`src/source/mipsIsaPkg.sv`:
```
`default_nettype none

package mipsIsaPkg;

    localparam int wordWidth    = 32;
    localparam int opWidth      = 6;
    localparam int functWidth   = 6;
    localparam int regAddrWidth = 5;
    localparam int immWidth     = 16;
    localparam int targetWidth  = 26;

    ////////////////////////////////////////
    // Major opcodes
    ////////////////////////////////////////
    localparam logic [opWidth-1:0] opSpecial  = 6'h00;  // Funct decides
    localparam logic [opWidth-1:0] opRegImm   = 6'h01;  // Rt decides
    localparam logic [opWidth-1:0] opJ        = 6'h02;
    localparam logic [opWidth-1:0] opJal      = 6'h03;
    localparam logic [opWidth-1:0] opBeq      = 6'h04;
    localparam logic [opWidth-1:0] opBne      = 6'h05;
    localparam logic [opWidth-1:0] opBlez     = 6'h06;
    localparam logic [opWidth-1:0] opBgtz     = 6'h07;
    localparam logic [opWidth-1:0] opAddi     = 6'h08;
    localparam logic [opWidth-1:0] opAddiu    = 6'h09;
    localparam logic [opWidth-1:0] opSlti     = 6'h0a;
    localparam logic [opWidth-1:0] opSltiu    = 6'h0b;
    localparam logic [opWidth-1:0] opAndi     = 6'h0c;
    localparam logic [opWidth-1:0] opOri      = 6'h0d;
    localparam logic [opWidth-1:0] opXori     = 6'h0e;
    localparam logic [opWidth-1:0] opLui      = 6'h0f;
    localparam logic [opWidth-1:0] opSpecial2 = 6'h1c;  // MUL
    localparam logic [opWidth-1:0] opSpecial3 = 6'h1f;  // SEB, SEH
    localparam logic [opWidth-1:0] opLb       = 6'h20;
    localparam logic [opWidth-1:0] opLh       = 6'h21;
    localparam logic [opWidth-1:0] opLw       = 6'h23;
    localparam logic [opWidth-1:0] opSb       = 6'h28;
    localparam logic [opWidth-1:0] opSh       = 6'h29;
    localparam logic [opWidth-1:0] opSw       = 6'h2b;

    ////////////////////////////////////////
    // Function codes
    ////////////////////////////////////////
    localparam logic [functWidth-1:0] fnSll   = 6'h00;
    localparam logic [functWidth-1:0] fnSrl   = 6'h02;  // ROTR when rs[0] set
    localparam logic [functWidth-1:0] fnSra   = 6'h03;
    localparam logic [functWidth-1:0] fnSllv  = 6'h04;
    localparam logic [functWidth-1:0] fnSrlv  = 6'h06;  // ROTRV when sa[0] set
    localparam logic [functWidth-1:0] fnSrav  = 6'h07;
    localparam logic [functWidth-1:0] fnJr    = 6'h08;
    localparam logic [functWidth-1:0] fnMovz  = 6'h0a;
    localparam logic [functWidth-1:0] fnMovn  = 6'h0b;
    localparam logic [functWidth-1:0] fnAdd   = 6'h20;
    localparam logic [functWidth-1:0] fnAddu  = 6'h21;
    localparam logic [functWidth-1:0] fnSub   = 6'h22;
    localparam logic [functWidth-1:0] fnAnd   = 6'h24;
    localparam logic [functWidth-1:0] fnOr    = 6'h25;
    localparam logic [functWidth-1:0] fnXor   = 6'h26;
    localparam logic [functWidth-1:0] fnNor   = 6'h27;
    localparam logic [functWidth-1:0] fnSlt   = 6'h2a;
    localparam logic [functWidth-1:0] fnSltu  = 6'h2b;
    localparam logic [functWidth-1:0] fnMul   = 6'h02;  // Under opSpecial2
    localparam logic [functWidth-1:0] fnBshfl = 6'h20;  // Under opSpecial3

    localparam logic [regAddrWidth-1:0] rtBltz = 5'h00;
    localparam logic [regAddrWidth-1:0] rtBgez = 5'h01;
    localparam logic [regAddrWidth-1:0] saSeb  = 5'h10;
    localparam logic [regAddrWidth-1:0] saSeh  = 5'h18;

    typedef struct packed {
        logic [opWidth-1:0]      opcode;
        logic [regAddrWidth-1:0] rs;
        logic [regAddrWidth-1:0] rt;
        logic [regAddrWidth-1:0] rd;
        logic [regAddrWidth-1:0] shamt;
        logic [functWidth-1:0]   funct;
    } rFormat_s;

    typedef struct packed {
        logic [opWidth-1:0]      opcode;
        logic [regAddrWidth-1:0] rs;
        logic [regAddrWidth-1:0] rt;
        logic [immWidth-1:0]     imm;
    } iFormat_s;

    typedef struct packed {
        logic [opWidth-1:0]     opcode;
        logic [targetWidth-1:0] target;
    } jFormat_s;

    typedef union packed {
        rFormat_s r;
        iFormat_s i;
        jFormat_s j;
    } instrWord_u;

endpackage

`default_nettype wire

```
`src/source/mipsCtrlPkg.sv`:
```
`default_nettype none

package mipsCtrlPkg;

    localparam int aluOpWidth   = 6;
    localparam int memSizeWidth = 2;

    ////////////////////////////////////////
    // ALU operations, execute stage numbering
    ////////////////////////////////////////
    localparam logic [aluOpWidth-1:0] aluNone    = 6'd0;  // Nothing decoded
    localparam logic [aluOpWidth-1:0] aluAdd     = 6'd0;
    localparam logic [aluOpWidth-1:0] aluSub     = 6'd1;
    localparam logic [aluOpWidth-1:0] aluAnd     = 6'd2;
    localparam logic [aluOpWidth-1:0] aluOr      = 6'd3;
    localparam logic [aluOpWidth-1:0] aluNor     = 6'd4;
    localparam logic [aluOpWidth-1:0] aluXor     = 6'd5;
    localparam logic [aluOpWidth-1:0] aluSeh     = 6'd6;
    localparam logic [aluOpWidth-1:0] aluSll     = 6'd7;
    localparam logic [aluOpWidth-1:0] aluSrl     = 6'd8;
    localparam logic [aluOpWidth-1:0] aluSlt     = 6'd9;
    localparam logic [aluOpWidth-1:0] aluMovn    = 6'd10;
    localparam logic [aluOpWidth-1:0] aluMovz    = 6'd11;
    localparam logic [aluOpWidth-1:0] aluRotr    = 6'd12;
    localparam logic [aluOpWidth-1:0] aluSra     = 6'd13;
    localparam logic [aluOpWidth-1:0] aluSrav    = 6'd14;
    localparam logic [aluOpWidth-1:0] aluSeb     = 6'd15;
    localparam logic [aluOpWidth-1:0] aluSltiu   = 6'd16;
    localparam logic [aluOpWidth-1:0] aluSltu    = 6'd17;
    localparam logic [aluOpWidth-1:0] aluMul     = 6'd18;
    localparam logic [aluOpWidth-1:0] aluAddu    = 6'd23;
    localparam logic [aluOpWidth-1:0] aluBeq     = 6'd28;
    localparam logic [aluOpWidth-1:0] aluBne     = 6'd29;
    localparam logic [aluOpWidth-1:0] aluBgtz    = 6'd30;
    localparam logic [aluOpWidth-1:0] aluBlez    = 6'd31;
    localparam logic [aluOpWidth-1:0] aluBgez    = 6'd32;
    localparam logic [aluOpWidth-1:0] aluLui     = 6'd33;
    localparam logic [aluOpWidth-1:0] aluJr      = 6'd34;
    localparam logic [aluOpWidth-1:0] aluJal     = 6'd35;
    localparam logic [aluOpWidth-1:0] aluMemAddr = 6'd36;  // Base plus offset
    localparam logic [aluOpWidth-1:0] aluBltz    = 6'd37;
    localparam logic [aluOpWidth-1:0] aluJ       = 6'd38;

    ////////////////////////////////////////
    // Memory access size
    ////////////////////////////////////////
    localparam logic [memSizeWidth-1:0] memNone = 2'd0;
    localparam logic [memSizeWidth-1:0] memWord = 2'd1;
    localparam logic [memSizeWidth-1:0] memHalf = 2'd2;
    localparam logic [memSizeWidth-1:0] memByte = 2'd3;

endpackage

`default_nettype wire

```
`src/source/aluOpDecode.sv`:
```
`timescale 1ns/100ps
`default_nettype none

module aluOpDecode
(
    input  mipsIsaPkg::instrWord_u               instr,
    output logic                                 hit,
    output logic [mipsCtrlPkg::aluOpWidth-1:0]   aluOp,
    output logic                                 regDst,
    output logic                                 aluSrcImm,
    output logic                                 shamtSrc,
    output logic                                 zeroExtImm
);

    import mipsIsaPkg::*;
    import mipsCtrlPkg::*;

    always_comb
    begin
        hit = 1'b1;
        aluOp = aluNone;
        regDst = 1'b0;
        aluSrcImm = 1'b0;
        shamtSrc = 1'b0;
        zeroExtImm = 1'b0;
        case (instr.r.opcode)
            opSpecial:
            begin
                regDst = 1'b1;
                case (instr.r.funct)
                    fnAdd:  aluOp = aluAdd;
                    fnAddu: aluOp = aluAddu;
                    fnSub:  aluOp = aluSub;
                    fnAnd:  aluOp = aluAnd;
                    fnOr:   aluOp = aluOr;
                    fnXor:  aluOp = aluXor;
                    fnNor:  aluOp = aluNor;
                    fnSlt:  aluOp = aluSlt;
                    fnSltu: aluOp = aluSltu;
                    fnMovn: aluOp = aluMovn;
                    fnMovz: aluOp = aluMovz;
                    fnSllv: aluOp = aluSll;
                    fnSrav: aluOp = aluSrav;
                    fnSrlv: aluOp = instr.r.shamt[0] ? aluRotr : aluSrl;  // ROTRV
                    fnSll:
                    begin
                        aluOp = aluSll;
                        shamtSrc = 1'b1;
                    end
                    fnSrl:
                    begin
                        aluOp = instr.r.rs[0] ? aluRotr : aluSrl;  // ROTR
                        shamtSrc = 1'b1;
                    end
                    fnSra:
                    begin
                        aluOp = aluSra;
                        shamtSrc = 1'b1;
                    end
                    default:
                    begin
                        hit = 1'b0;  // JR and HI/LO land here
                        regDst = 1'b0;
                    end
                endcase
            end
            opSpecial2:
            begin
                hit = instr.r.funct == fnMul;
                regDst = hit;
                aluOp = hit ? aluMul : aluNone;
            end
            opSpecial3:
            begin
                hit = (instr.r.funct == fnBshfl) &&
                      (instr.r.shamt == saSeb || instr.r.shamt == saSeh);
                regDst = hit;
                if (hit)
                    aluOp = (instr.r.shamt == saSeb) ? aluSeb : aluSeh;
            end
            // Immediate forms write rt
            opAddi:  aluOp = aluAdd;
            opAddiu: aluOp = aluAddu;
            opSlti:  aluOp = aluSlt;
            opSltiu: aluOp = aluSltiu;
            opAndi:  aluOp = aluAnd;
            opOri:   aluOp = aluOr;
            opXori:  aluOp = aluXor;
            default: hit = 1'b0;
        endcase

        if (hit && !regDst)
        begin
            aluSrcImm = 1'b1;
            zeroExtImm = (instr.i.opcode == opAndi) || (instr.i.opcode == opOri) ||
                         (instr.i.opcode == opXori);  // Logic immediates
        end
    end

endmodule

`default_nettype wire

```
`src/source/memOpDecode.sv`:
```
`timescale 1ns/100ps
`default_nettype none

module memOpDecode
(
    input  mipsIsaPkg::instrWord_u                instr,
    output logic                                  hit,
    output logic                                  isLoad,
    output logic [mipsCtrlPkg::aluOpWidth-1:0]    aluOp,
    output logic [mipsCtrlPkg::memSizeWidth-1:0]  memRead,
    output logic [mipsCtrlPkg::memSizeWidth-1:0]  memWrite,
    output logic                                  zeroExtImm,
    output logic                                  aluSrcImm
);

    import mipsIsaPkg::*;
    import mipsCtrlPkg::*;

    always_comb
    begin
        hit = 1'b1;
        aluOp = aluMemAddr;
        memRead = memNone;
        memWrite = memNone;
        zeroExtImm = 1'b0;
        aluSrcImm = 1'b0;
        case (instr.i.opcode)
            opLw: memRead = memWord;
            opLh: memRead = memHalf;
            opLb: memRead = memByte;
            opSw: memWrite = memWord;
            opSh: memWrite = memHalf;
            opSb: memWrite = memByte;
            opLui:
            begin
                aluOp = aluLui;  // No memory access
                aluSrcImm = 1'b1;
                zeroExtImm = 1'b1;
            end
            default:
            begin
                hit = 1'b0;
                aluOp = aluNone;
            end
        endcase
        isLoad = memRead != memNone;
    end

endmodule

`default_nettype wire

```
`src/source/branchDecode.sv`:
```
`timescale 1ns/100ps
`default_nettype none

module branchDecode
(
    input  mipsIsaPkg::instrWord_u              instr,
    output logic                                hit,
    output logic [mipsCtrlPkg::aluOpWidth-1:0]  aluOp,
    output logic                                pcRelative,
    output logic                                link,
    output logic                                jumpReg
);

    import mipsIsaPkg::*;
    import mipsCtrlPkg::*;

    always_comb
    begin
        aluOp = aluNone;
        link = 1'b0;
        jumpReg = 1'b0;
        case (instr.i.opcode)
            opBeq:  aluOp = aluBeq;
            opBne:  aluOp = aluBne;
            opBgtz: aluOp = aluBgtz;
            opBlez:
            begin
                if (instr.i.rt == '0)
                    aluOp = aluBlez;
            end
            opRegImm:
            begin
                if (instr.i.rt == rtBgez)
                    aluOp = aluBgez;
                else if (instr.i.rt == rtBltz)
                    aluOp = aluBltz;
            end
            opJ:   aluOp = aluJ;
            opJal:
            begin
                aluOp = aluJal;
                link = 1'b1;  // Return address to r31
            end
            opSpecial:
            begin
                if (instr.r.funct == fnJr)
                begin
                    aluOp = aluJr;
                    jumpReg = 1'b1;
                end
            end
            default: aluOp = aluNone;
        endcase
        // Every kept code here is nonzero
        hit = aluOp != aluNone;
        pcRelative = hit && !(link || jumpReg || instr.j.opcode == opJ);
    end

endmodule

`default_nettype wire

```
`src/source/decodeControl.sv`:
```
`timescale 1ns/100ps
`default_nettype none

module decodeControl
(
    input  logic                                  clk,
    input  logic                                  rstN,
    input  logic                                  instrValid,
    input  logic                                  aluHit,
    input  logic [mipsCtrlPkg::aluOpWidth-1:0]    aluCode,
    input  logic                                  aluRegDst,
    input  logic                                  aluImmOperand,
    input  logic                                  aluShamtSrc,
    input  logic                                  aluZeroExt,
    input  logic                                  memHit,
    input  logic                                  memIsLoad,
    input  logic [mipsCtrlPkg::aluOpWidth-1:0]    memCode,
    input  logic [mipsCtrlPkg::memSizeWidth-1:0]  memRdSize,
    input  logic [mipsCtrlPkg::memSizeWidth-1:0]  memWrSize,
    input  logic                                  memZeroExt,
    input  logic                                  memImmOperand,
    input  logic                                  brHit,
    input  logic [mipsCtrlPkg::aluOpWidth-1:0]    brCode,
    input  logic                                  brPcRelative,
    input  logic                                  brLink,
    input  logic                                  brJumpReg,
    output logic                                  ctrlValid,
    output logic                                  regWrite,
    output logic                                  regDst,
    output logic                                  aluSrcImm,
    output logic                                  shamtSrc,
    output logic                                  zeroExtImm,
    output logic [mipsCtrlPkg::aluOpWidth-1:0]    aluOp,
    output logic [mipsCtrlPkg::memSizeWidth-1:0]  memRead,
    output logic [mipsCtrlPkg::memSizeWidth-1:0]  memWrite,
    output logic                                  memToReg,
    output logic                                  branch,
    output logic                                  pcRelative,
    output logic                                  link,
    output logic                                  jumpReg,
    output logic                                  illegal
);

    import mipsCtrlPkg::*;

    always_ff @(posedge clk or negedge rstN)
    begin
        if (!rstN)
        begin
            ctrlValid <= 1'b0;
            illegal <= 1'b0;
            regWrite <= 1'b0;
            regDst <= 1'b0;
            aluSrcImm <= 1'b0;
            shamtSrc <= 1'b0;
            zeroExtImm <= 1'b0;
            aluOp <= aluNone;
            memRead <= memNone;
            memWrite <= memNone;
            memToReg <= 1'b0;
            branch <= 1'b0;
            pcRelative <= 1'b0;
            link <= 1'b0;
            jumpReg <= 1'b0;
        end
        else
        begin
            ctrlValid <= instrValid;
            illegal <= instrValid && !(aluHit || memHit || brHit);  // Unclaimed word
            // Idle or illegal cycles leave everything at zero
            regWrite <= 1'b0;
            regDst <= 1'b0;
            aluSrcImm <= 1'b0;
            shamtSrc <= 1'b0;
            zeroExtImm <= 1'b0;
            aluOp <= aluNone;
            memRead <= memNone;
            memWrite <= memNone;
            memToReg <= 1'b0;
            branch <= 1'b0;
            pcRelative <= 1'b0;
            link <= 1'b0;
            jumpReg <= 1'b0;
            if (instrValid && aluHit)
            begin
                regWrite <= 1'b1;
                regDst <= aluRegDst;
                aluSrcImm <= aluImmOperand;
                shamtSrc <= aluShamtSrc;
                zeroExtImm <= aluZeroExt;
                aluOp <= aluCode;
            end
            else if (instrValid && memHit)
            begin
                // LUI writes rt without a memory read
                regWrite <= memIsLoad || (memRdSize == memNone && memWrSize == memNone);
                memToReg <= memIsLoad;
                aluSrcImm <= memImmOperand;
                zeroExtImm <= memZeroExt;
                aluOp <= memCode;
                memRead <= memRdSize;
                memWrite <= memWrSize;
            end
            else if (instrValid && brHit)
            begin
                branch <= 1'b1;
                regWrite <= brLink;
                aluOp <= brCode;
                pcRelative <= brPcRelative;
                link <= brLink;
                jumpReg <= brJumpReg;
            end
        end
    end

endmodule

`default_nettype wire

```
`src/source/mipsDecodeStage.sv`:
```
`timescale 1ns/100ps
`default_nettype none

module mipsDecodeStage
(
    input  logic                                  clk,
    input  logic                                  rstN,
    input  logic                                  instrValid,
    input  logic [mipsIsaPkg::wordWidth-1:0]      instr,
    output logic                                  ctrlValid,
    output logic                                  regWrite,
    output logic                                  regDst,
    output logic                                  aluSrcImm,
    output logic                                  shamtSrc,
    output logic                                  zeroExtImm,
    output logic [mipsCtrlPkg::aluOpWidth-1:0]    aluOp,
    output logic [mipsCtrlPkg::memSizeWidth-1:0]  memRead,
    output logic [mipsCtrlPkg::memSizeWidth-1:0]  memWrite,
    output logic                                  memToReg,
    output logic                                  branch,
    output logic                                  pcRelative,
    output logic                                  link,
    output logic                                  jumpReg,
    output logic                                  illegal
);

    import mipsCtrlPkg::*;

    ////////////////////////////////////////
    // Group decoder results
    ////////////////////////////////////////
    logic                    aluHit;
    logic [aluOpWidth-1:0]   aluCode;
    logic                    aluRegDst;
    logic                    aluImmOperand;
    logic                    aluShamtSrc;
    logic                    aluZeroExt;
    logic                    memHit;
    logic                    memIsLoad;
    logic [aluOpWidth-1:0]   memCode;
    logic [memSizeWidth-1:0] memRdSize;
    logic [memSizeWidth-1:0] memWrSize;
    logic                    memZeroExt;
    logic                    memImmOperand;
    logic                    brHit;
    logic [aluOpWidth-1:0]   brCode;
    logic                    brPcRelative;
    logic                    brLink;
    logic                    brJumpReg;

    aluOpDecode i_aluOpDecode
    (
        .instr      (instr),
        .hit        (aluHit),
        .aluOp      (aluCode),
        .regDst     (aluRegDst),
        .aluSrcImm  (aluImmOperand),
        .shamtSrc   (aluShamtSrc),
        .zeroExtImm (aluZeroExt)
    );

    memOpDecode i_memOpDecode
    (
        .instr      (instr),
        .hit        (memHit),
        .isLoad     (memIsLoad),
        .aluOp      (memCode),
        .memRead    (memRdSize),
        .memWrite   (memWrSize),
        .zeroExtImm (memZeroExt),
        .aluSrcImm  (memImmOperand)
    );

    branchDecode i_branchDecode
    (
        .instr      (instr),
        .hit        (brHit),
        .aluOp      (brCode),
        .pcRelative (brPcRelative),
        .link       (brLink),
        .jumpReg    (brJumpReg)
    );

    decodeControl i_decodeControl
    (
        .clk           (clk),
        .rstN          (rstN),
        .instrValid    (instrValid),
        .aluHit        (aluHit),
        .aluCode       (aluCode),
        .aluRegDst     (aluRegDst),
        .aluImmOperand (aluImmOperand),
        .aluShamtSrc   (aluShamtSrc),
        .aluZeroExt    (aluZeroExt),
        .memHit        (memHit),
        .memIsLoad     (memIsLoad),
        .memCode       (memCode),
        .memRdSize     (memRdSize),
        .memWrSize     (memWrSize),
        .memZeroExt    (memZeroExt),
        .memImmOperand (memImmOperand),
        .brHit         (brHit),
        .brCode        (brCode),
        .brPcRelative  (brPcRelative),
        .brLink        (brLink),
        .brJumpReg     (brJumpReg),
        .ctrlValid     (ctrlValid),
        .regWrite      (regWrite),
        .regDst        (regDst),
        .aluSrcImm     (aluSrcImm),
        .shamtSrc      (shamtSrc),
        .zeroExtImm    (zeroExtImm),
        .aluOp         (aluOp),
        .memRead       (memRead),
        .memWrite      (memWrite),
        .memToReg      (memToReg),
        .branch        (branch),
        .pcRelative    (pcRelative),
        .link          (link),
        .jumpReg       (jumpReg),
        .illegal       (illegal)
    );

endmodule

`default_nettype wire

```
`config.mk`:
```
export PLATFORM = sky130hd
export DESIGN_NAME = mipsDecodeStage
export DESIGN_NICKNAME = d
export VERILOG_FILES = /design/src/source/mipsIsaPkg.sv /design/src/source/mipsCtrlPkg.sv /design/src/source/aluOpDecode.sv /design/src/source/memOpDecode.sv /design/src/source/branchDecode.sv /design/src/source/decodeControl.sv /design/src/source/mipsDecodeStage.sv
export SDC_FILE = /design/constraint.sdc
export NUM_CORES = 1
export LEC_CHECK = 0
export ABC_AREA = 1
export BUFFER_PORTS_ARGS = -buffer_cell sky130_fd_sc_hd__buf_4
export CELL_PAD_IN_SITES_DETAIL_PLACEMENT = 1
export CELL_PAD_IN_SITES_GLOBAL_PLACEMENT = 2
export CORE_ASPECT_RATIO = 1.75
export CORE_MARGIN = 3
export CORE_UTILIZATION = 23
export CTS_CLUSTER_DIAMETER = 40
export DETAILED_ROUTE_END_ITERATION = 12
export PLACE_DENSITY = 0.77
export SLEW_MARGIN = 20
export SYNTH_ARGS = -nofsm -noshare
export SYNTH_HDL_FRONTEND = slang
export SYNTH_SLANG_ARGS = --single-unit
```
`constraint.sdc`:
```
create_clock -name clk -period 0.8 [get_ports clk]
set_clock_uncertainty 0.05 [all_clocks]
set_input_delay 0.08 -clock clk [delete_from_list [all_inputs] [get_ports clk]]
set_output_delay 0.08 -clock clk [all_outputs]
set_load 0.1 [all_outputs]
```
==> reports/results.tsv, run 1 <==
metric	value	unit
io_buffers	47	
async_flop_share	1.00	
period_share	1.48	
yosysTopAreaCellShare	0.352	
syn_inst	238	
path_clk_slew	0.06	ns
cts_sinks	22	
finalMaxSlewViolations	0	
post_drt_wl_per_cell	15.2	um
hp-class	in2reg	
hold_viol	0	
drive_gt1_frac	0.678	
start_util	0.239	
final_cell_count_no_fill	445	
top_regs	i_decodeControl.aluOp (6), i_decodeControl.memRead (2), i_decodeControl.memWrite (2)	
violations	setup timing	
post-place-cells	424	
regMostFlops	i_decodeControl.aluOp	
grt_start_max_net_pins	23	
htreeDepth	1	
vias	2061	
synthFlopType	dfrtp_1	
slew_headroom	0.796	
wl	6750	um
grt_pass1_vias	2312	
cts_tree	built	
path_cells	buf_8 > nor2_4 > buf_4 > nand3_1 > nor2_1 > nor2_2 > nand2_2 > nand2_2 > clkinv_2 > nand2_2 > nand2_2	
root_buffer	clkbuf_16	
yosysTopAreaCell	dfrtp_1	
cts_buffer_depth	2	
largest_reg_flops	6	
path_class	in2reg	
holdCritStartpoint	instrValid	
row_count	39	
yosysWarnings	0	
die-area	7860	um^2
critPathMaxStageDelay	0.21	ns
critPathBufInv	3	
synth_fp_nets	273	
final_nets	399	
hold_depth	2	
tns	-8.46	ns
synth_cell_types	30	
ir_drop	0.566	mV
overflow	0	
place_congestion	0.936	
die_w	68.3	um
crit_family	simple AND/OR/NAND/NOR gates	
ys_ff_latch	22	
netlist_area	1560	um^2
leakagePower	1.69	nW
cp_max_fo	5	
grt_usage	0.172	
status	finished with violations	
final-setup-viol-count	43	
powerDensity	1010	nW/um^2
min_to	i_decodeControl.ctrlValid	
core_area	6540	um^2
antenna_left	0	
syn_area_per_cell	6.57	um^2
finalCriticalPeriod	1.18	ns
worstPathRequired	0.94	ns
path_common_cell	nand2_2	
fmax	846	MHz
rsz0062_at_grt	true	
drt_iter0_markers	25	
antenna_cells	0	
p_total	0.00339	W
cp.arrival	1.32	ns
synth_area_leaders	dfrtp_1 35%, nand2_1 14%, nor2_1 11%, nand3_1 9.0%, inv_1 6.5%	
drc	0	
drt_first_pass_iters	4	
die_y	115	um
place_hpwl	5080	um
worstMarginPinSlew	0.304	ns
synth_commonest_cells	59 x nand2_1, 47 x nor2_1, 28 x nand3_1, 27 x inv_1, 22 x dfrtp_1	
ys_seq_area_frac	0.352	
grt_pass1_wl	10300	um
fin_hold_ws	0.0986	ns
ios	57	
critPathSlowestCell	nor2_1	
cap_violations	0	
area_growth	116	%
start_kind	input pin	
yosysMostFrequentCell	nand2_1	
synth_edf_count	0	
end_kind	flip-flop	
postLayoutSetupSlackWorst	-0.382	ns
cts_made_buffers	3	
routed_via_density	4.63	
antenna_found_initial	0	
[cell usage in the layout (no fill, tap or decap), types with 2 or more instances in the layout]
| cell | count |
|---|---|
| buf_4 | 78 |
| nand2_1 | 40 |
| buf_8 | 23 |
| dfrtp_2 | 21 |
| buf_6 | 21 |
| nor2_1 | 20 |
| inv_1 | 18 |
| nor2_4 | 18 |
| nand2_2 | 18 |
| nand3_1 | 16 |
| nor2_2 | 15 |
| inv_2 | 9 |
| nand3_2 | 9 |
| nand2_4 | 5 |
| nand3_4 | 5 |
| nand4_1 | 5 |
| nor3_2 | 5 |
| a21oi_1 | 3 |
| clkbuf_16 | 3 |
| inv_4 | 2 |
| nand3b_1 | 2 |
| nor3_4 | 2 |
| o21ai_1 | 2 |
| nor3_1 | 2 |
| a21oi_2 | 2 |
| o21ai_0 | 2 |
| o21a_1 | 2 |
[kinds of logic after synthesis]
group | count (synthesis) | synth area share
and+or+nand+nor | 169 | 0.509
AOI/OAI and AO/OA | 13 | 0.0480
buffers and inverters | 34 | 0.0905
DFF | 22 | 0.352
[timing repair]
action	in CTS	in global routing
pin swaps	38	35
resized for setup	114	48
hold endpoints to repair	22	0
hold buffers	1	0
setup endpoints to repair	43	43
buffers inserted	13	5
[worst max path at each step]
stage / start / to / slack, ns / cells after the start
2_1_floorplan: instr[30] / i_decodeControl.aluOp[1] / -0.30 / 11
3_3_place_gp: instr[1] / i_decodeControl.regWrite / -0.67 / 10
3_5_place_dp: instr[5] / i_decodeControl.aluOp[3] / -0.70 / 11
4_1_cts: instr[4] / i_decodeControl.aluOp[2] / -0.30 / 12
5_1_grt: instr[30] / i_decodeControl.aluOp[1] / -0.40 / 11
6_report: instr[30] / i_decodeControl.aluOp[1] / -0.38 / 11
[final cells by class]
type	count	area, um^2
repair buffers	124	1200
clock buffers	4	88.8
well taps	82	103
inverters	31	130
multi-input cells	182	1280
fillers	775	3170
flip-flops and latches	22	577
[power breakdown]
group	switching [W]	internal [W]	total, W
clock	0.000353	0.000761	0.00111
sequential	0.0000162	0.00114	0.00116
combinational	0.000646	0.000478	0.00112
[per-stage QoR]
stage	worst slack [ns]	util	area, um^2
after floorplan	-0.299	-	1660
after global placement	-0.669	0.390	2550
after detailed placement	-0.699	0.390	2550
after CTS	-0.303	0.483	3160
after global routing	-0.401	0.516	3370
final	-0.382	0.516	3370
[per-layer routing]
layer  GRT usage  share of wire  wire length, um  up-vias
li1            -              -                -     1004
met1       0.156           0.30             1990      989
met2       0.356           0.63             4280       48
met3     0.00782          0.024              162       20
met4      0.0810          0.046              308        0
met5           0              0                0        -
No activity file was read; power rests on OpenSTA's default activity.
==> run 2: changes to the inputs <==
--- a/config.mk
+++ b/config.mk
@@ -7,15 +7,17 @@
 export LEC_CHECK = 0
 export ABC_AREA = 1
 export BUFFER_PORTS_ARGS = -buffer_cell sky130_fd_sc_hd__buf_4
+export CAP_MARGIN = 20
 export CELL_PAD_IN_SITES_DETAIL_PLACEMENT = 1
 export CELL_PAD_IN_SITES_GLOBAL_PLACEMENT = 2
 export CORE_ASPECT_RATIO = 1.75
 export CORE_MARGIN = 3
-export CORE_UTILIZATION = 23
+export CORE_UTILIZATION = 24
 export CTS_CLUSTER_DIAMETER = 40
 export DETAILED_ROUTE_END_ITERATION = 12
 export PLACE_DENSITY = 0.77
 export SLEW_MARGIN = 20
 export SYNTH_ARGS = -nofsm -noshare
 export SYNTH_HDL_FRONTEND = slang
+export SYNTH_HIERARCHICAL = 1
 export SYNTH_SLANG_ARGS = --single-unit
==> run 2 against run 1 <==
The run still ends with setup timing left. Sequential cell count is the same. Final cell count grew 23%. Critical path depth grew 3. Sequential share of layout area shrank 1.8 points. Synthesized cell count grew 36%. Utilization shrank 4.8 points. Global-route usage shrank 0.17 points. Clock power is essentially flat. Routed wire length grew 16%. Maximum frequency shrank 11%. Power grew 1.3%.
==> reports/results.tsv, run 2 <==
metric	value	unit
antenna_left	0	
p_clk_frac	0.330	
wl	7840	um
cts_sinks	22	
root_buffer	clkbuf_16	
die_w	74.9	um
fmax	755	MHz
cts_made_buffers	3	
place_hpwl	6460	um
yosysWarnings	6	
grt_pass1_vias	2761	
row_count	43	
start_kind	input pin	
ys_seq_area_frac	0.276	
layout_commonest_cell	buf_4	
routed_via_density	4.64	
cts_buffer_depth	2	
status	finished with violations	
antenna_cells	0	
rsz0062_at_grt	true	
finalMaxSlewViolations	0	
hold_depth	3	
violations	setup timing	
synth_commonest_cells	68 x nand2_1, 65 x nor2_1, 50 x inv_1, 37 x nand3_1, 22 x dfrtp_1	
post_drt_wl_per_cell	14.3	um
num-fill-cells	993	
final_util	0.468	
finalCriticalPeriod	1.33	ns
cp_max_fo	7	
area_growth	88.2	%
place_ws	-0.936	ns
synth_cell_types	27	
cp.arrival	1.42	ns
syn_area_per_cell	6.17	um^2
final_nets	494	
yosysTopAreaCellShare	0.276	
power.switching_fraction	0.306	
yosysTopAreaCell	dfrtp_1	
die-area	9480	um^2
largest_reg_flops	6	
end_kind	flip-flop	
p_comb_frac	0.337	
regArea	576	um^2
core_area	8020	um^2
io_buffers	47	
cap_violations	0	
drive_gt1_frac	0.552	
yosysMostFrequentCell	nand2_1	
path_cells	buf_8 > inv_4 > nor2_4 > buf_12 > nand3_4 > nand2_4 > nor2_4 > nand3_2 > nand2_2 > nand3_4 > nand2_8 > nor2_2 > a21oi_2 > nand2_1	
drc	0	
critPathMaxStageDelay	0.17	ns
drt_first_pass_iters	4	
async_flop_share	1.00	
worstPathRequired	0.90	ns
p_total	0.00344	W
ir_drop	0.984	mV
power.switching	0.00105	W
path_clk_slew	0.06	ns
start_util	0.249	
drt_iter0_markers	65	
postLayoutSetupSlackWorst	-0.525	ns
critPathSlowestCell	nand3_4	
multi_input_area	1490	um^2
final_cell_mix	102 x buf_4, 56 x nand2_1, 47 x nor2_1	
synth_edf_count	0	
final-setup-viol-count	43	
overflow	0	
ys_ff_latch	22	
die_y	127	um
htreeDepth	1	
powerDensity	917	nW/um^2
syn_inst	323	
place_congestion	0.836	
grt_pass1_wl	12400	um
hold_viol	0	
ios	57	
hp-class	in2reg	
internal-power	0.00239	W
vias	2545	
netlist_area	1990	um^2
top_regs	i_decodeControl/aluOp (6), i_decodeControl/memRead (2), i_decodeControl/memWrite (2)	
p_seq_frac	0.333	
synthFlopType	dfrtp_1	
antenna_found_initial	0	
regMostFlops	i_decodeControl/aluOp	
period_share	1.66	
cts_tree	built	
synth_area_leaders	dfrtp_1 28%, nand2_1 13%, nor2_1 12%, inv_1 9.4%, nand3_1 9.3%	
grt_usage	0.170	
grt_start_max_net_pins	23	
leakagePower	1.90	nW
path_class	in2reg	
## run 2: changes by cell type after synthesis, sizes merged, moves of 2 or more
cell and change:
buf +5, nor3 -2, nand2 +11, nand3b +4, a21oi +3, nand3 +9, inv +26, nand4 +6
nor2 +29, o21a -2, conb +2
## run 2: final cells by class
class                      instances  share of cell area
clock buffer                       4              0.0237
inverter                          56              0.0627
sequential                        22               0.153
timing repair buffer             136               0.334
multi-input combinational        240               0.396
tap                               90              0.0300
## run 2: per-stage QoR
step,instances,setup TNS [ns],cell area (um^2),hold slack (ns)
finish,548,-13.25,3750,0.133
global route,548,-15.72,3750,0.133
CTS,538,-13.32,3460,0.115
detailed placement,522,-17.46,3000,-0.0716
global placement,522,-17.41,3000,-0.0784
floorplan,325,-7.98,2070,-0.266
## run 2: repair_timing
action                                 in CTS  in global routing
hold buffers                                2                  0
pin swaps                                  22                 34
buffers inserted                           11                 11
resized for setup                          76                 50
setup endpoints to repair                  43                 43
endpoints found under the hold margin      23                  0
cloned                                      1                  0
## run 2: cells by family (layout without fill, tap and decap cells)
| family | count (synthesis) | count (layout) | share of synthesized area |
|---|---|---|---|
| and+or+nand+nor | 223 | 224 | 0.549 |
| buffers and inverters | 64 | 196 | 0.139 |
| DFF | 22 | 22 | 0.276 |
| AOI/OAI and AO/OA | 12 | 12 | 0.0320 |
| other | 2 | 4 | 0.00377 |
## run 2: routing by layer
| layer | track usage | part of all wire | wire length [um] | vias up |
|---|---|---|---|---|
| met5 | 0 | 0 | 0 | - |
| met4 | 0.0943 | 0.046 | 360 | 0 |
| met3 | 0.00555 | 0.019 | 147 | 19 |
| met2 | 0.345 | 0.62 | 4830 | 54 |
| met1 | 0.154 | 0.32 | 2500 | 1210 |
| li1 | - | - | - | 1262 |
## run 2: final timing paths
check / startpoint / endpoint
setup / recovery: instr[5] / i_decodeControl/aluOp[3]
min in group asynchronous: rstN / i_decodeControl/branch
hold / removal: instrValid / i_decodeControl/shamtSrc
max in group asynchronous: rstN / i_decodeControl/aluOp[0]
## run 2: power by group through the flow
stage          logic [W]  clock network [W]  registers (W)
6_report         0.00116            0.00114        0.00114
5_1_grt          0.00125            0.00122        0.00114
4_1_cts          0.00106            0.00118        0.00114
3_5_place_dp    0.000955                  0        0.00116
3_3_place_gp    0.000937                  0        0.00116
2_1_floorplan   0.000337                  0        0.00129
## run 2: critical path: cells and delay by family
family | cells | cell delay [ns]
and+or+nand+nor | 10 | 0.91
AOI/OAI and AO/OA | 1 | 0.12
buffers and inverters | 3 | 0.30
==> run 3: changes to the inputs <==
--- a/config.mk
+++ b/config.mk
@@ -5,17 +5,16 @@
 export SDC_FILE = /design/constraint.sdc
 export NUM_CORES = 1
 export LEC_CHECK = 0
-export ABC_AREA = 1
 export BUFFER_PORTS_ARGS = -buffer_cell sky130_fd_sc_hd__buf_4
 export CAP_MARGIN = 20
 export CELL_PAD_IN_SITES_DETAIL_PLACEMENT = 1
 export CELL_PAD_IN_SITES_GLOBAL_PLACEMENT = 2
 export CORE_ASPECT_RATIO = 1.75
 export CORE_MARGIN = 3
-export CORE_UTILIZATION = 24
+export CORE_UTILIZATION = 27
 export CTS_CLUSTER_DIAMETER = 40
 export DETAILED_ROUTE_END_ITERATION = 12
-export PLACE_DENSITY = 0.77
+export PLACE_DENSITY = 0.78
 export SLEW_MARGIN = 20
 export SYNTH_ARGS = -nofsm -noshare
 export SYNTH_HDL_FRONTEND = slang
==> run 3 against run 2 <==
Final area shrank 18%. Critical path depth shrank 7. The flow still finishes with violations (setup timing). Sequential share of layout area grew 3.5 points. Clock power shrank 6%.
==> reports/results.tsv, run 3 <==
metric	value	unit
core_area	6280	um^2
finalCriticalPeriod	1.77	ns
antenna_left	0	
p_seq_frac	0.355	
status	finished with violations	
powerDensity	1050	nW/um^2
top_regs	i_decodeControl/aluOp (6), i_decodeControl/memRead (2), i_decodeControl/memWrite (2)	
power.switching	0.000953	W
path_class	in2reg	
synth_edf_count	0	
final_nets	333	
antenna_cells	0	
yosysTopAreaCell	dfrtp_1	
crit_start	instr[31]	
finalMaxSlewViolations	0	
hold_viol	0	
end_kind	flip-flop	
wl	7010	um
ir_drop	0.528	mV
violations	setup timing	
synth_commonest_cells	22 x dfrtp_1, 17 x nor2_1, 12 x and3_1, 9 x nand2_1	
overflow	0	
start_util	0.280	
final_cell_mix	79 x buf_4, 21 x dfrtp_2, 18 x buf_8	
yosysTopAreaCellShare	0.313	
io_buffers	47	
cap_violations	0	
grt_start_max_net_pins	23	
vias	1951	
synth_area_leaders	dfrtp_1 31%, and3_1 4.3%, nor2_1 3.6%, a221o_1 3.4%, buf_4 3.0%	
num-fill-cells	726	
syn_inst	195	
period_share	2.21	
synth_cell_types	62	
row_count	38	
cts_made_buffers	3	
async_flop_share	1.00	
routed_via_density	5.18	
ios	57	
htreeDepth	1	
post_drt_wl_per_cell	18.6	um
p_total	0.00322	W
p_clk_frac	0.333	
yosysMostFrequentCell	dfrtp_1	
place_hpwl	4850	um
drt_iter0_markers	66	
final-setup-viol-count	43	
place_congestion	0.819	
hp-class	in2reg	
area_growth	74.2	%
holdCritStartpoint	instrValid	
power.switching_fraction	0.296	
path_clk_slew	0.09	ns
ys_ff_latch	22	
post-place-cells	361	
p_comb_frac	0.312	
drive_gt1_frac	0.609	
final_cell_count_no_fill	377	
die-area	7550	um^2
internal-power	0.00227	W
worstPathRequired	0.90	ns
cp_max_fo	8	
drc	0	
netlist_area	1760	um^2
die_w	67.0	um
antenna_found_initial	0	
grt_usage	0.176	
grt_pass1_vias	2137	
rsz0062_at_grt	true	
largest_reg_flops	6	
cts_sinks	22	
postLayoutSetupSlackWorst	-0.965	ns
cts_tree	built	
layout_commonest_cell	buf_4	
drt_first_pass_iters	4	
start_kind	input pin	
regMostFlops	i_decodeControl/aluOp	
grt_pass1_wl	10100	um
yosysWarnings	6	
ys_seq_area_frac	0.313	
synthFlopType	dfrtp_1	
cp.arrival	1.87	ns
leakagePower	1.41	nW
syn_area_per_cell	9.02	um^2
root_buffer	clkbuf_8	
fmax	567	MHz
die_y	113	um
cts_buffer_depth	2	
-- run 3: logic make-up after synthesis --
group | after synthesis | synth area share
other cells | 2 | 0.00427
compound gates | 42 | 0.181
mux | 3 | 0.0192
flops | 22 | 0.313
xor+xnor | 4 | 0.0199
simple gates | 98 | 0.386
buf+inv | 24 | 0.0762
-- run 3: layout make-up --
type / count / area, um^2 / share of cell area
multi-input cells: 151 / 1220 / 0.399
repair buffers: 115 / 1070 / 0.351
clock inverters: 1 / 30.0 / 0.00981
flip-flops and latches: 22 / 577 / 0.188
well taps: 80 / 100 / 0.0327
inverters: 5 / 18.8 / 0.00613
clock buffers: 3 / 41.3 / 0.0135
-- run 3: worst max-delay path, stage by stage --
cell	delay, ns
buf_6	0.09
or4_4	0.54
nor3_4	0.21
nand4bb_4	0.15
nand3_4	0.13
and3b_2	0.28
a221o_1	0.37
-- run 3: power by group through the flow --
stage               Combinational [W]  Sequential, W  Clock, W
global placement             0.000847        0.00116         0
floorplan                    0.000313        0.00128         0
global route                  0.00108        0.00114   0.00110
CTS                          0.000957        0.00114   0.00105
detailed placement           0.000862        0.00116         0
finish                        0.00101        0.00114   0.00107
-- run 3: per-stage QoR --
stage | util | worst slack (ns) | cell area (um^2) | hold WS [ns] | TNS (ns)
6_report | 0.488 | -0.965 | 3060 | 0.0543 | -21.76
5_1_grt | 0.488 | -1.02 | 3060 | 0.0634 | -23.32
4_1_cts | 0.474 | -0.954 | 2970 | 0.0585 | -22.03
3_5_place_dp | 0.410 | -1.36 | 2570 | -0.0697 | -25.39
3_3_place_gp | 0.410 | -1.30 | 2570 | -0.0764 | -24.39
2_1_floorplan | - | -1.15 | 1820 | -0.266 | -20.45
-- run 3: worst paths after layout --
path / end / slack, ns / cells after the start
max: i_decodeControl/aluOp[2] / -0.97 / 7
max in group asynchronous: i_decodeControl/memRead[1] / 0.27 / 2
min in group asynchronous: i_decodeControl/aluOp[2] / 0.18 / 2
min: i_decodeControl/ctrlValid / 0.05 / 2
-- run 3: per-layer routing --
metal / GRT usage / up-vias / routed length, um
met5: 0 / - / 0
met4: 0.115 / 0 / 366
met3: 0.0109 / 22 / 225
met2: 0.349 / 57 / 4130
met1: 0.158 / 954 / 2290
li1: - / 918 / -
-- run 3: what timing repair did --
action | CTS | global route
resized for setup | 65 | 20
gates cloned | 1 | 0
endpoints found under the hold margin | 22 | 0
buffers inserted | 10 | 1
hold buffers | 1 | 0
setup endpoints to repair | 43 | 43
pin swaps | 20 | 10
